===== config.mk =====
export PLATFORM = sky130hd
export DESIGN_NAME = cast_slice
export DESIGN_NICKNAME = d
export VERILOG_FILES = /design/src/rtl/cast_pkg.sv /design/src/rtl/cast_lane.sv /design/src/rtl/cast_target_bypass.sv /design/src/rtl/cast_result_packer.sv /design/src/rtl/cast_slice.sv
export SDC_FILE = /design/constraint.sdc
export NUM_CORES = 1
export LEC_CHECK = 0
export BUFFER_PORTS_ARGS = -buffer_cell sky130_fd_sc_hd__buf_2
export CAP_MARGIN = 15
export CELL_PAD_IN_SITES_DETAIL_PLACEMENT = 1
export CELL_PAD_IN_SITES_GLOBAL_PLACEMENT = 1
export CORE_UTILIZATION = 39
export DETAILED_ROUTE_END_ITERATION = 7
export PLACE_DENSITY = 0.74
export REMOVE_ABC_BUFFERS = 1
export SYNTH_ARGS = -nofsm -noshare
export SYNTH_HDL_FRONTEND = slang
export SYNTH_HIERARCHICAL = 1
export SYNTH_SLANG_ARGS = --single-unit

===== constraint.sdc =====
create_clock -name clk_i -period 4.5 [get_ports clk_i]
set_input_delay 0.675 -clock clk_i [delete_from_list [all_inputs] [get_ports clk_i]]
set_output_delay 0.675 -clock clk_i [all_outputs]
set_load 0.01 [all_outputs]

===== src/rtl/cast_pkg.sv =====
// Conversion slice package
// Widths, FP field constants, vector types and the operation encoding
// used by the lanes, the target bypass and the result packer

`default_nettype none

package cast_pkg;

  // --------------------
  // Datapath sizing
  // --------------------
  localparam int unsigned WIDTH         = 64;
  localparam int unsigned NUM_LANES     = 2;
  localparam int unsigned NUM_PIPE_REGS = 2;

  // --------------------
  // FP field constants
  // --------------------
  // Biases stay signed so that unbiased exponents can go negative
  localparam int FP32_EXP_BIAS = 127;
  localparam int FP16_EXP_BIAS = 15;

  localparam int unsigned FP32_MAN_BITS = 23;
  localparam int unsigned FP16_MAN_BITS = 10;

  // --------------------
  // Vector types
  // --------------------
  typedef logic [WIDTH-1:0] word_t;
  typedef logic [31:0]      fp32_t;
  typedef logic [15:0]      fp16_t;

  // IEEE flags from bit 4 down are invalid, divide-by-zero, overflow, underflow and inexact
  typedef logic [4:0] status_t;

  // Result information bits are is_vector, is_cpk and cpk_high
  typedef logic [2:0] result_aux_t;

  // Canonical quiet NaN and largest finite magnitude of FP16
  localparam fp16_t       FP16_QNAN       = 16'h7E00;
  localparam logic [14:0] FP16_MAX_FINITE = 15'h7BFF;

  // --------------------
  // Operations
  // --------------------
  typedef enum logic [1:0] {
    OP_F2F,
    // Pack into bits 31:0 of operand C
    OP_CPKAB,
    // Pack into bits 63:32 of operand C
    OP_CPKCD
  } conv_op_e;

endpackage

`default_nettype wire


===== src/rtl/cast_lane.sv =====
// FP32 to FP16 down-cast lane
// Converts with round-toward-zero and flushes FP16 subnormals to zero,
// then carries result and flags through a valid/ready register pipeline

`timescale 1ns/1ps
`default_nettype none

module cast_lane (
  input  logic              clk_i,
  input  logic              reset_i,
  // Input side
  input  cast_pkg::fp32_t   operand_i,
  input  logic              in_valid_i,
  output logic              in_ready_o,
  // Output side
  output cast_pkg::fp16_t   result_o,
  output cast_pkg::status_t status_o,
  output logic              out_valid_o,
  input  logic              out_ready_i
);

  // Source fields
  logic                               src_sign;
  logic [7:0]                         src_exp;
  logic [cast_pkg::FP32_MAN_BITS-1:0] src_man;
  logic                               src_is_nan;
  logic                               src_is_inf;
  logic                               src_is_zero;
  int                                 exp_unbiased;
  logic [4:0]                         dst_exp;

  cast_pkg::fp16_t   conv_result;
  cast_pkg::status_t conv_status;

  // Index i of the pipeline holds the value after i register stages
  cast_pkg::fp16_t   [0:cast_pkg::NUM_PIPE_REGS]   stage_result;
  cast_pkg::status_t [0:cast_pkg::NUM_PIPE_REGS]   stage_status;
  logic              [0:cast_pkg::NUM_PIPE_REGS]   stage_valid;
  logic              [0:cast_pkg::NUM_PIPE_REGS-1] stage_ready;

  // --------------------
  // Field decode
  // --------------------
  assign src_sign = operand_i[31];
  assign src_exp  = operand_i[30:cast_pkg::FP32_MAN_BITS];
  assign src_man  = operand_i[cast_pkg::FP32_MAN_BITS-1:0];

  assign src_is_nan  = (&src_exp) & (|src_man);
  assign src_is_inf  = (&src_exp) & ~(|src_man);
  assign src_is_zero = (src_exp == 8'h00) & ~(|src_man);

  assign exp_unbiased = int'(src_exp) - cast_pkg::FP32_EXP_BIAS;
  // Only meaningful inside the FP16 normal range
  assign dst_exp      = 5'(exp_unbiased + cast_pkg::FP16_EXP_BIAS);

  // --------------------
  // Down-cast
  // --------------------
  always_comb begin
    conv_result = '0;
    conv_status = '0;
    if (src_is_nan) begin
      conv_result    = cast_pkg::FP16_QNAN;
      // Signalling NaN has the quiet bit clear
      conv_status[4] = ~src_man[cast_pkg::FP32_MAN_BITS-1];
    end else if (src_is_inf) begin
      conv_result = {src_sign, 5'b11111, {cast_pkg::FP16_MAN_BITS{1'b0}}};
    end else if (exp_unbiased > cast_pkg::FP16_EXP_BIAS) begin
      // RTZ never rounds up to infinity
      conv_result = {src_sign, cast_pkg::FP16_MAX_FINITE};
      conv_status = 5'b00101;
    end else if (exp_unbiased < 1 - cast_pkg::FP16_EXP_BIAS) begin
      // Zero, FP32 subnormals and values below the FP16 normal range
      conv_result = {src_sign, 15'b0};
      conv_status = {3'b000, ~src_is_zero, ~src_is_zero};
    end else begin
      conv_result    = {src_sign, dst_exp,
                        src_man[cast_pkg::FP32_MAN_BITS-1 -: cast_pkg::FP16_MAN_BITS]};
      // Inexact when any truncated bit is set
      conv_status[0] =
          |src_man[cast_pkg::FP32_MAN_BITS-cast_pkg::FP16_MAN_BITS-1:0];
    end
  end

  // --------------------
  // Pipeline
  // --------------------
  assign stage_result[0] = conv_result;
  assign stage_status[0] = conv_status;
  assign stage_valid[0]  = in_valid_i;

  for (genvar i = 0; i < cast_pkg::NUM_PIPE_REGS; i++) begin : gen_stage
    // Advance when the output pops or any later stage holds a bubble
    assign stage_ready[i] = out_ready_i | ~(&stage_valid[i+1:cast_pkg::NUM_PIPE_REGS]);

    always_ff @(posedge clk_i) begin
      if (reset_i) begin
        stage_valid[i+1] <= 1'b0;
      end else if (stage_ready[i]) begin
        stage_valid[i+1] <= stage_valid[i];
      end
    end

    // Payload only loads when a valid item moves in
    always_ff @(posedge clk_i) begin
      if (stage_ready[i] && stage_valid[i]) begin
        stage_result[i+1] <= stage_result[i];
        stage_status[i+1] <= stage_status[i];
      end
    end
  end

  assign in_ready_o  = stage_ready[0];
  assign result_o    = stage_result[cast_pkg::NUM_PIPE_REGS];
  assign status_o    = stage_status[cast_pkg::NUM_PIPE_REGS];
  assign out_valid_o = stage_valid[cast_pkg::NUM_PIPE_REGS];

endmodule

`default_nettype wire


===== src/rtl/cast_target_bypass.sv =====
// Target operand bypass
// Carries operand C and the result information of each operation
// through the same stage and ready chain as the lanes

`timescale 1ns/1ps
`default_nettype none

module cast_target_bypass (
  input  logic                  clk_i,
  input  logic                  reset_i,
  // Input side, accepted together with lane 0
  input  cast_pkg::word_t       target_i,
  input  cast_pkg::result_aux_t aux_i,
  input  logic                  in_valid_i,
  // Output side
  output cast_pkg::word_t       target_o,
  output cast_pkg::result_aux_t aux_o,
  output logic                  out_valid_o,
  input  logic                  out_ready_i
);

  // Index i holds the value after i register stages
  cast_pkg::word_t       [0:cast_pkg::NUM_PIPE_REGS]   byp_target;
  cast_pkg::result_aux_t [0:cast_pkg::NUM_PIPE_REGS]   byp_aux;
  logic                  [0:cast_pkg::NUM_PIPE_REGS]   byp_valid;
  logic                  [0:cast_pkg::NUM_PIPE_REGS-1] byp_ready;

  assign byp_target[0] = target_i;
  assign byp_aux[0]    = aux_i;
  assign byp_valid[0]  = in_valid_i;

  // --------------------
  // Register stages
  // --------------------
  for (genvar i = 0; i < cast_pkg::NUM_PIPE_REGS; i++) begin : gen_stage
    // Same downstream ready as lane 0 keeps both in step
    assign byp_ready[i] = out_ready_i | ~(&byp_valid[i+1:cast_pkg::NUM_PIPE_REGS]);

    always_ff @(posedge clk_i) begin
      if (reset_i) begin
        byp_valid[i+1] <= 1'b0;
      end else if (byp_ready[i]) begin
        byp_valid[i+1] <= byp_valid[i];
      end
    end

    always_ff @(posedge clk_i) begin
      if (byp_ready[i] && byp_valid[i]) begin
        byp_target[i+1] <= byp_target[i];
        byp_aux[i+1]    <= byp_aux[i];
      end
    end
  end

  assign target_o    = byp_target[cast_pkg::NUM_PIPE_REGS];
  assign aux_o       = byp_aux[cast_pkg::NUM_PIPE_REGS];
  assign out_valid_o = byp_valid[cast_pkg::NUM_PIPE_REGS];

endmodule

`default_nettype wire


===== src/rtl/cast_result_packer.sv =====
// Result packer
// Assembles the 64-bit result from the lane outputs by operation type,
// merges the lane flags and drives the output handshake

`timescale 1ns/1ps
`default_nettype none

module cast_result_packer (
  // Lane outputs
  input  cast_pkg::fp16_t       lane0_result_i,
  input  cast_pkg::fp16_t       lane1_result_i,
  input  cast_pkg::status_t     lane0_status_i,
  input  cast_pkg::status_t     lane1_status_i,
  input  logic                  lane0_valid_i,
  // Bypass outputs
  input  cast_pkg::word_t       target_i,
  input  cast_pkg::result_aux_t aux_i,
  // Ready fan-out
  input  logic                  out_ready_i,
  output logic                  lane0_ready_o,
  output logic                  lane1_ready_o,
  output logic                  bypass_ready_o,
  // Slice output
  output cast_pkg::word_t       result_o,
  output cast_pkg::status_t     status_o,
  output logic                  out_valid_o
);

  logic is_vector;
  logic is_cpk;
  logic cpk_high;

  // Lane 1 result sits above lane 0
  cast_pkg::fp16_t [cast_pkg::NUM_LANES-1:0] lane_pair;

  cast_pkg::word_t scalar_word;
  cast_pkg::word_t vector_word;
  cast_pkg::word_t cpk_word;

  assign {is_vector, is_cpk, cpk_high} = aux_i;
  assign lane_pair = {lane1_result_i, lane0_result_i};

  // --------------------
  // Result assembly
  // --------------------
  // NaN-box the unused upper bits with ones
  assign scalar_word =
      {{(cast_pkg::WIDTH - $bits(cast_pkg::fp16_t)){1'b1}}, lane0_result_i};
  assign vector_word =
      {{(cast_pkg::WIDTH - $bits(lane_pair)){1'b1}}, lane_pair};

  // Operand C is preloaded, then one half is overwritten
  always_comb begin
    cpk_word = target_i;
    if (cpk_high) begin
      cpk_word[cast_pkg::WIDTH-1 -: $bits(lane_pair)] = lane_pair;
    end else begin
      cpk_word[$bits(lane_pair)-1:0] = lane_pair;
    end
  end

  assign result_o = is_cpk    ? cpk_word    :
                    is_vector ? vector_word :
                                scalar_word;

  // Lane 1 flags only count for vector operations
  assign status_o = lane0_status_i
                  | (lane1_status_i & {$bits(cast_pkg::status_t){is_vector}});

  // --------------------
  // Handshake
  // --------------------
  assign out_valid_o    = lane0_valid_i;
  assign lane0_ready_o  = out_ready_i;
  assign bypass_ready_o = out_ready_i;
  // Lane 1 only pops when the operation at the output used it
  assign lane1_ready_o  = out_ready_i & is_vector;

endmodule

`default_nettype wire


===== src/rtl/cast_slice.sv =====
// Two-lane FP32 to FP16 conversion slice
// Steers operands into the lanes, sends operand C down the bypass
// and packs the lane results into one 64-bit result

`timescale 1ns/1ps
`default_nettype none

module cast_slice (
  input  logic                 clk_i,
  input  logic                 reset_i,
  // Operation
  input  cast_pkg::word_t      operands_a_i,
  input  cast_pkg::word_t      operands_b_i,
  input  cast_pkg::word_t      operands_c_i,
  input  cast_pkg::conv_op_e   op_i,
  input  logic                 vectorial_i,
  // Input handshake
  input  logic                 in_valid_i,
  output logic                 in_ready_o,
  // Result
  output cast_pkg::word_t      result_o,
  output cast_pkg::status_t    status_o,
  // Output handshake
  output logic                 out_valid_o,
  input  logic                 out_ready_i
);

  logic                  is_vector;
  logic                  is_cpk;
  logic                  cpk_high;
  cast_pkg::result_aux_t aux_in;

  cast_pkg::fp32_t   lane1_operand;
  logic              lane1_in_valid;

  cast_pkg::fp16_t   lane0_result;
  cast_pkg::fp16_t   lane1_result;
  cast_pkg::status_t lane0_status;
  cast_pkg::status_t lane1_status;
  logic              lane0_out_valid;
  logic              lane0_out_ready;
  logic              lane1_out_ready;

  cast_pkg::word_t       byp_target;
  cast_pkg::result_aux_t byp_aux;
  logic                  byp_out_ready;

  // --------------------
  // Input side
  // --------------------
  assign is_cpk    = (op_i == cast_pkg::OP_CPKAB) | (op_i == cast_pkg::OP_CPKCD);
  assign cpk_high  = (op_i == cast_pkg::OP_CPKCD);
  // Cast-and-pack always uses both lanes
  assign is_vector = vectorial_i | is_cpk;
  assign aux_in    = {is_vector, is_cpk, cpk_high};

  // Second cast source is operand B for cast-and-pack
  assign lane1_operand  = is_cpk ? operands_b_i[31:0] : operands_a_i[63:32];
  assign lane1_in_valid = in_valid_i & is_vector;

  cast_lane u_lane0 (
    .clk_i       (clk_i),
    .reset_i     (reset_i),
    .operand_i   (operands_a_i[31:0]),
    .in_valid_i  (in_valid_i),
    .in_ready_o  (in_ready_o),
    .result_o    (lane0_result),
    .status_o    (lane0_status),
    .out_valid_o (lane0_out_valid),
    .out_ready_i (lane0_out_ready)
  );

  // Lane 1 handshakes follow lane 0 and the bypass, so its own are left open
  cast_lane u_lane1 (
    .clk_i       (clk_i),
    .reset_i     (reset_i),
    .operand_i   (lane1_operand),
    .in_valid_i  (lane1_in_valid),
    .in_ready_o  (),
    .result_o    (lane1_result),
    .status_o    (lane1_status),
    .out_valid_o (),
    .out_ready_i (lane1_out_ready)
  );

  cast_target_bypass u_bypass (
    .clk_i       (clk_i),
    .reset_i     (reset_i),
    .target_i    (operands_c_i),
    .aux_i       (aux_in),
    .in_valid_i  (in_valid_i),
    .target_o    (byp_target),
    .aux_o       (byp_aux),
    .out_valid_o (),
    .out_ready_i (byp_out_ready)
  );

  // --------------------
  // Output side
  // --------------------
  cast_result_packer u_packer (
    .lane0_result_i (lane0_result),
    .lane1_result_i (lane1_result),
    .lane0_status_i (lane0_status),
    .lane1_status_i (lane1_status),
    .lane0_valid_i  (lane0_out_valid),
    .target_i       (byp_target),
    .aux_i          (byp_aux),
    .out_ready_i    (out_ready_i),
    .lane0_ready_o  (lane0_out_ready),
    .lane1_ready_o  (lane1_out_ready),
    .bypass_ready_o (byp_out_ready),
    .result_o       (result_o),
    .status_o       (status_o),
    .out_valid_o    (out_valid_o)
  );

endmodule

`default_nettype wire


### Word-level counts from Yosys, hierarchy flattened

Cells that the tools add are included.

* eq/ne operators: 2
* order comparisons: 4
* add/sub/neg operators: 4
* reductions and logical operators: 23
* muxes and demuxes: 21
* bitwise gates (word level): 32

Operators by type and width (count)
* $mux 32: 4
* $mux 64: 1
* $reduce_or 23->1: 2
* $mux 15: 2
* $reduce_or 13->1: 2
* $mux 11: 2
* $mux 10: 2
* $gt 9x5->1 const B: 2
* $lt 9x5->1 const B: 2
* $sub 8x7->9 const B: 2
* $logic_not 8->1: 2
* $reduce_and 8->1: 2
* $not 1->1: 14
* $add 5x5->5 const B: 2
* $mux 5: 2
* $and 1x1->1: 8
* $or 1x1->1: 8
* $reduce_or 4->1: 2
* $logic_and 1x1->1: 6
* $mux 1: 6
* $mux 3: 2
* $reduce_and 2->1: 3
* $reduce_or 3->1: 2
* $and 5x5->5: 1
* other kinds (4): 5

* word-level logic and storage cells: 114
* output and inout port bits: 71
* bits in registers: 224
* bits of input ports: 199

### Longest topological paths before layout

* word-level depth: 11
* depth in mapped cells: 15
* gate-level depth less buffers: 10

### Hierarchy

Netlist, hierarchy kept.

By module, submodules not included
* cast_target_bypass: cells each 210, seq. area each 4063.9 um2, area an instance 4618.2 um2, times used 1
* cast_lane at u_lane0: cells each 191, seq. area each 1241.2 um2, area an instance 2218.4 um2, times used 1
* cast_lane at u_lane1: cells each 175, seq. area each 1241.2 um2, area an instance 2159.6 um2, times used 1
* cast_result_packer: cells each 138, seq. area each 0.0 um2, area an instance 1244.9 um2, times used 1
* cast_slice: cells each 41, seq. area each 0.0 um2, area an instance 546.8 um2, times used 1

### Least setup slack after synthesis

Ideal clock, no wire load.

* path type: input to register
* start point: input out_ready_i
* end point: register u_bypass/byp_aux[3] (netlist bit) (enable)
* stages on the path: 3
* slack: -109 ps
* data required time: 3986 ps
* path buffers: 1
* setup time: 514 ps
* arrival time: 4095 ps
* cell sequence: buf_4 nor2b_4 a21oi_1

* longest elaborated chain between the ends: 2

RTL lines
* start: declaration: RTL line cast_slice.sv:25 `input logic out_ready_i`
* $or 1x1->1: RTL line cast_target_bypass.sv:37 `assign byp_ready[i] = out_ready_i | ~(&byp_valid[i+1:cast_pkg::NUM_PIPE_REGS]);`
* $logic_and 1x1->1: RTL line cast_target_bypass.sv:48 `if (byp_ready[i] && byp_valid[i]) begin`
* end signal: indexed assignment: RTL line cast_target_bypass.sv:50 `byp_aux[i+1] <= byp_aux[i];`
* end: declaration: RTL line cast_target_bypass.sv:24 `cast_pkg::result_aux_t [0:cast_pkg::NUM_PIPE_REGS] byp_aux;`

No other way between the ends.
A chain may end at the register's enable or synchronous reset.

### Worst setup path after layout

* start point: input op_i[0]
* end point: register u_lane1/stage_result[24] (netlist bit), data pin

* longest elaborated chain between the ends: 7
* elaborated cells on any way between the ends: 15
* those cells by class: add/sub: 1; order compare: 2; eq/ne: 2; mux: 3; bitwise: 4; reduce/logical: 3

RTL lines
* start: declaration: RTL line cast_slice.sv:15 `input cast_pkg::conv_op_e op_i,`
* $eq 2x1->1 / $eq 2x2->1 (equally long branches): RTL line cast_slice.sv:51 `assign is_cpk = (op_i == cast_pkg::OP_CPKAB) | (op_i == cast_pkg::OP_CPKCD);`
* $or 1x1->1 *: RTL line cast_slice.sv:51
* $mux 32 *: RTL line cast_slice.sv:58 `assign lane1_operand = is_cpk ? operands_b_i[31:0] : operands_a_i[63:32];`
* named net lane1_operand[23]: RTL line cast_slice.sv:33 `cast_pkg::fp32_t lane1_operand;`
* $sub 8x7->9: RTL line cast_lane.sv:52 `assign exp_unbiased = int'(src_exp) - cast_pkg::FP32_EXP_BIAS;`
* $lt 9x5->1: RTL line cast_lane.sv:72 `end else if (exp_unbiased < 1 - cast_pkg::FP16_EXP_BIAS) begin`
* $mux 15: RTL line cast_lane.sv:72
* $mux 11: RTL line cast_lane.sv:68 `end else if (exp_unbiased > cast_pkg::FP16_EXP_BIAS) begin`
* end signal: indexed assignment: RTL line cast_lane.sv:107 `stage_result[i+1] <= stage_result[i];`
* end: declaration: RTL line cast_lane.sv:36 `cast_pkg::fp16_t [0:cast_pkg::NUM_PIPE_REGS] stage_result;`

Mark *: on every way through the listed nets, which the timed path passes. The rest lies on a longest branch.

==> flow_metrics.tcl <==
set metrics [dict create \
    synthFlopType "edfxtp_1" \
    period_share_pct 75.58 \
    synth_top_area_share_pct 59.57 \
    arrival_ns 3.65 \
    cp-end-kind "flip-flop" \
    drc 0 \
    top_usage_layer "met2" \
    synth_simple_gate_area_share_pct 6.808 \
    powerDensity_nw_per_um2 406.4 \
    cts.sinks 220 \
    drtIter0Drc 252 \
    grt_overflow 0 \
    die_area_um2 28330 \
    drv_cap 0 \
    path_class "primary input to flip-flop" \
    synth_top_family_by_area "buffers and inverters" \
    min_period_ns 3.401 \
    clockRootBuffer "clkbuf_16" \
    critPathLaunchType "primary input" \
    syn_inst 755 \
    cts_resized 0 \
    synth_edf_count 214 \
    grt_pass1_wl_um 36370 \
    grt_max_degree 68 \
    async_flop_share_pct 0 \
    place.gp.congestion 0.7638 \
    synth_compound_area_share_pct 7.898 \
    rsz0062_at_grt "false" \
    worstPathRequired_ns 4.75 \
    synthAdderAreaFrac_pct 1.044 \
    irDropWorstVdd_mv 0.2750 \
    synth_largest_area_cell "edfxtp_1" \
    layout-drive-gt1-share_pct 40.32 \
    final-seq-area_um2 6546 \
    placedCellCount 1188 \
    post_cts_buffers 0 \
    synth_seq_cells 220 \
    crit_start "op_i[0]" \
    slowest_stage "a211oi_1" \
    grtUsageMet1_pct 20.25 \
    clkTransAtPathRegs_ns 0.06 \
    relSlewSlack_pct 33.50 \
    final_core_util_pct 44.98 \
    yosys.cell_types.count 72 \
    postCtsHoldBufs 0 \
    seq_area_frac_synth_pct 60.68 \
    globalRouteMet3Util_pct 2.163 \
    clockBufferDepth 3 \
    placed_area_um2 11340 \
    cpPeakStageDelay_ns 0.58 \
    finalSetupTns_ns 0 \
    num_vias 6146 \
    fmax_mhz 294.0 \
    min_from "operands_c_i[40]" \
    wl_um 23960 \
    firstDrtPassIters 4 \
    tightest_slew_ns 0.9975 \
    ios 270 \
    syn-cell-area_um2 10790 \
    port-buffer-count 236 \
    leakagePower_nw 4.821 \
    final_cell_area_um2 12160 \
    synth_most_common_cell "edfxtp_1" \
    syn_avg_cell_area_um2 14.29 \
    path_max_fanout 10 \
    synth_area_leaders "edfxtp_1, buf_4, mux2_4" \
    slew_violations 0 \
    core-area_um2 27030 \
    synth_xor_area_share_pct 1.218 \
    r2r_start "u_bypass/aux_o[2]" \
    hold_viol 0 \
    grt_use_met2_pct 29.97 \
    die_w_um 168.3 \
    synthMuxAreaShare_pct 10.82 \
    vias_per_cell 4.977 \
    fillers 2807 \
    final.setup_skew_ns 0.009469 \
    hp-class "primary input to flip-flop" \
    finalNonFillerCells 1235 \
    clkLatencyLatePin_ns 0.50 \
    start_util_pct 39.92 \
    grt_pass1_vias 6517 \
    nets 1082 \
    yosysWarningCount 6 \
    multiInputGateArea_um2 3032 \
    antenna_found_initial 6 \
    row_count 60 \
    crit_chain "buf_2 -> inv_1 -> ha_2 -> mux2_4 -> ha_1 -> or3_1 -> a21oi_1 -> a311oi_1 -> a211oi_1 -> a21oi_2 -> o21a_1" \
    htree_levels 1 \
    postRouteAntennaNets 0 \
    track_usage_pct 16.64 \
    wl_per_cell_um 19.40 \
    netlist_top_cells_count "edfxtp_1, buf_4, mux2i_1" \
    numCtsBuffers 23 \
    outcome "finished clean" \
    dpl.hpwl_um 17140 \
    setup_viol 0 \
    die_h_um 168.3 \
    cts_tree "built" \
    syn_to_final_growth_pct 12.69 \
]
## worst paths after layout
path              slack (ns)                        to  depth (start not counted)
setup / recovery        1.10  u_lane1/stage_result[24]                         11
hold / removal          0.35  u_bypass/byp_target[104]                          1
setup reg to reg        2.49  u_lane1/stage_result[19]                          4
hold reg to reg         0.42       u_lane0/status_o[4]                          0
## kinds of logic after synthesis
family | count (synthesis)
and+or+nand+nor | 136
DFF | 220
other | 2
adders and majority gates | 9
buffers and inverters | 175
AOI/OAI and AO/OA | 102
muxes | 96
xor gates and xnor gates | 15
## final cells by class
type	count	share of cell area, %
inverter	23	0.7102
multi-input combinational	360	24.94
sequential	220	53.85
tap	341	3.510
clock buffer	25	4.796
timing repair buffer	246	10.66
antenna	6	0.1235
clock inverter	14	1.410
## metrics by stage
step	setup WS (ns)	power [W]	hold WS [ns]
3_3_place_gp	0.7042	0.003042	0.4006
6_report	1.099	0.004941	0.3470
2_1_floorplan	-0.0006342	0.002832	0.4003
3_5_place_dp	0.5481	0.003069	0.4052
4_1_cts	1.066	0.004994	0.3276
5_1_grt	0.9415	0.005113	0.3214
## registers in the layout, summed over array words and instances (netlist names), 3 cells and up
name and flops:
u_bypass/aux_o 3, u_bypass/byp_aux 3, u_bypass/byp_target 64, u_bypass/target_o 64, u_lane0/result_o 16, u_lane0/stage_result 16
u_lane0/stage_status 4, u_lane0/status_o 4, u_lane1/result_o 16, u_lane1/stage_result 16, u_lane1/stage_status 4, u_lane1/status_o 4
## layer usage
layer	up-vias	wire (um)
met5	-	0
met4	0	652
met3	40	922
met2	148	12410
met1	3053	9971
li1	2905	-
## critical path, delay by kind of cell
| family | cells | cell delay [ns] |
|---|---|---|
| AO/OA/AOI/OAI | 5 | 1.24 |
| adder cells (fa/ha/maj) | 2 | 0.82 |
| buffers and inverters | 2 | 0.12 |
| multiplexers | 1 | 0.40 |
| AND/OR/NAND/NOR | 1 | 0.39 |
## power breakdown
part	total (W)	switching (W)	internal [W]
Clock	0.00192	0.000756	0.00116
Combinational	0.000574	0.000311	0.000263
Sequential	0.00245	0.0000478	0.00240
Total	0.00494	0.00111	0.00383
## cell usage in the layout, fill, tap and decap left out, types with 9 or more instances in the layout
cell,netlist,layout
a211oi_1,10,10
a21o_1,9,9
a21oi_1,14,13
a2bb2oi_2,10,10
buf_2,15,236
clkbuf_16,0,23
edfxtp_1,214,214
inv_1,22,22
mux2_2,9,9
mux2_4,39,39
mux2i_1,48,48
nand2_1,43,43
nand3_1,9,9
nor2_1,22,22
nor4_1,12,12
o21a_1,12,12
xnor2_1,10,10
Note: power is estimated with default switching activity, not from simulation.
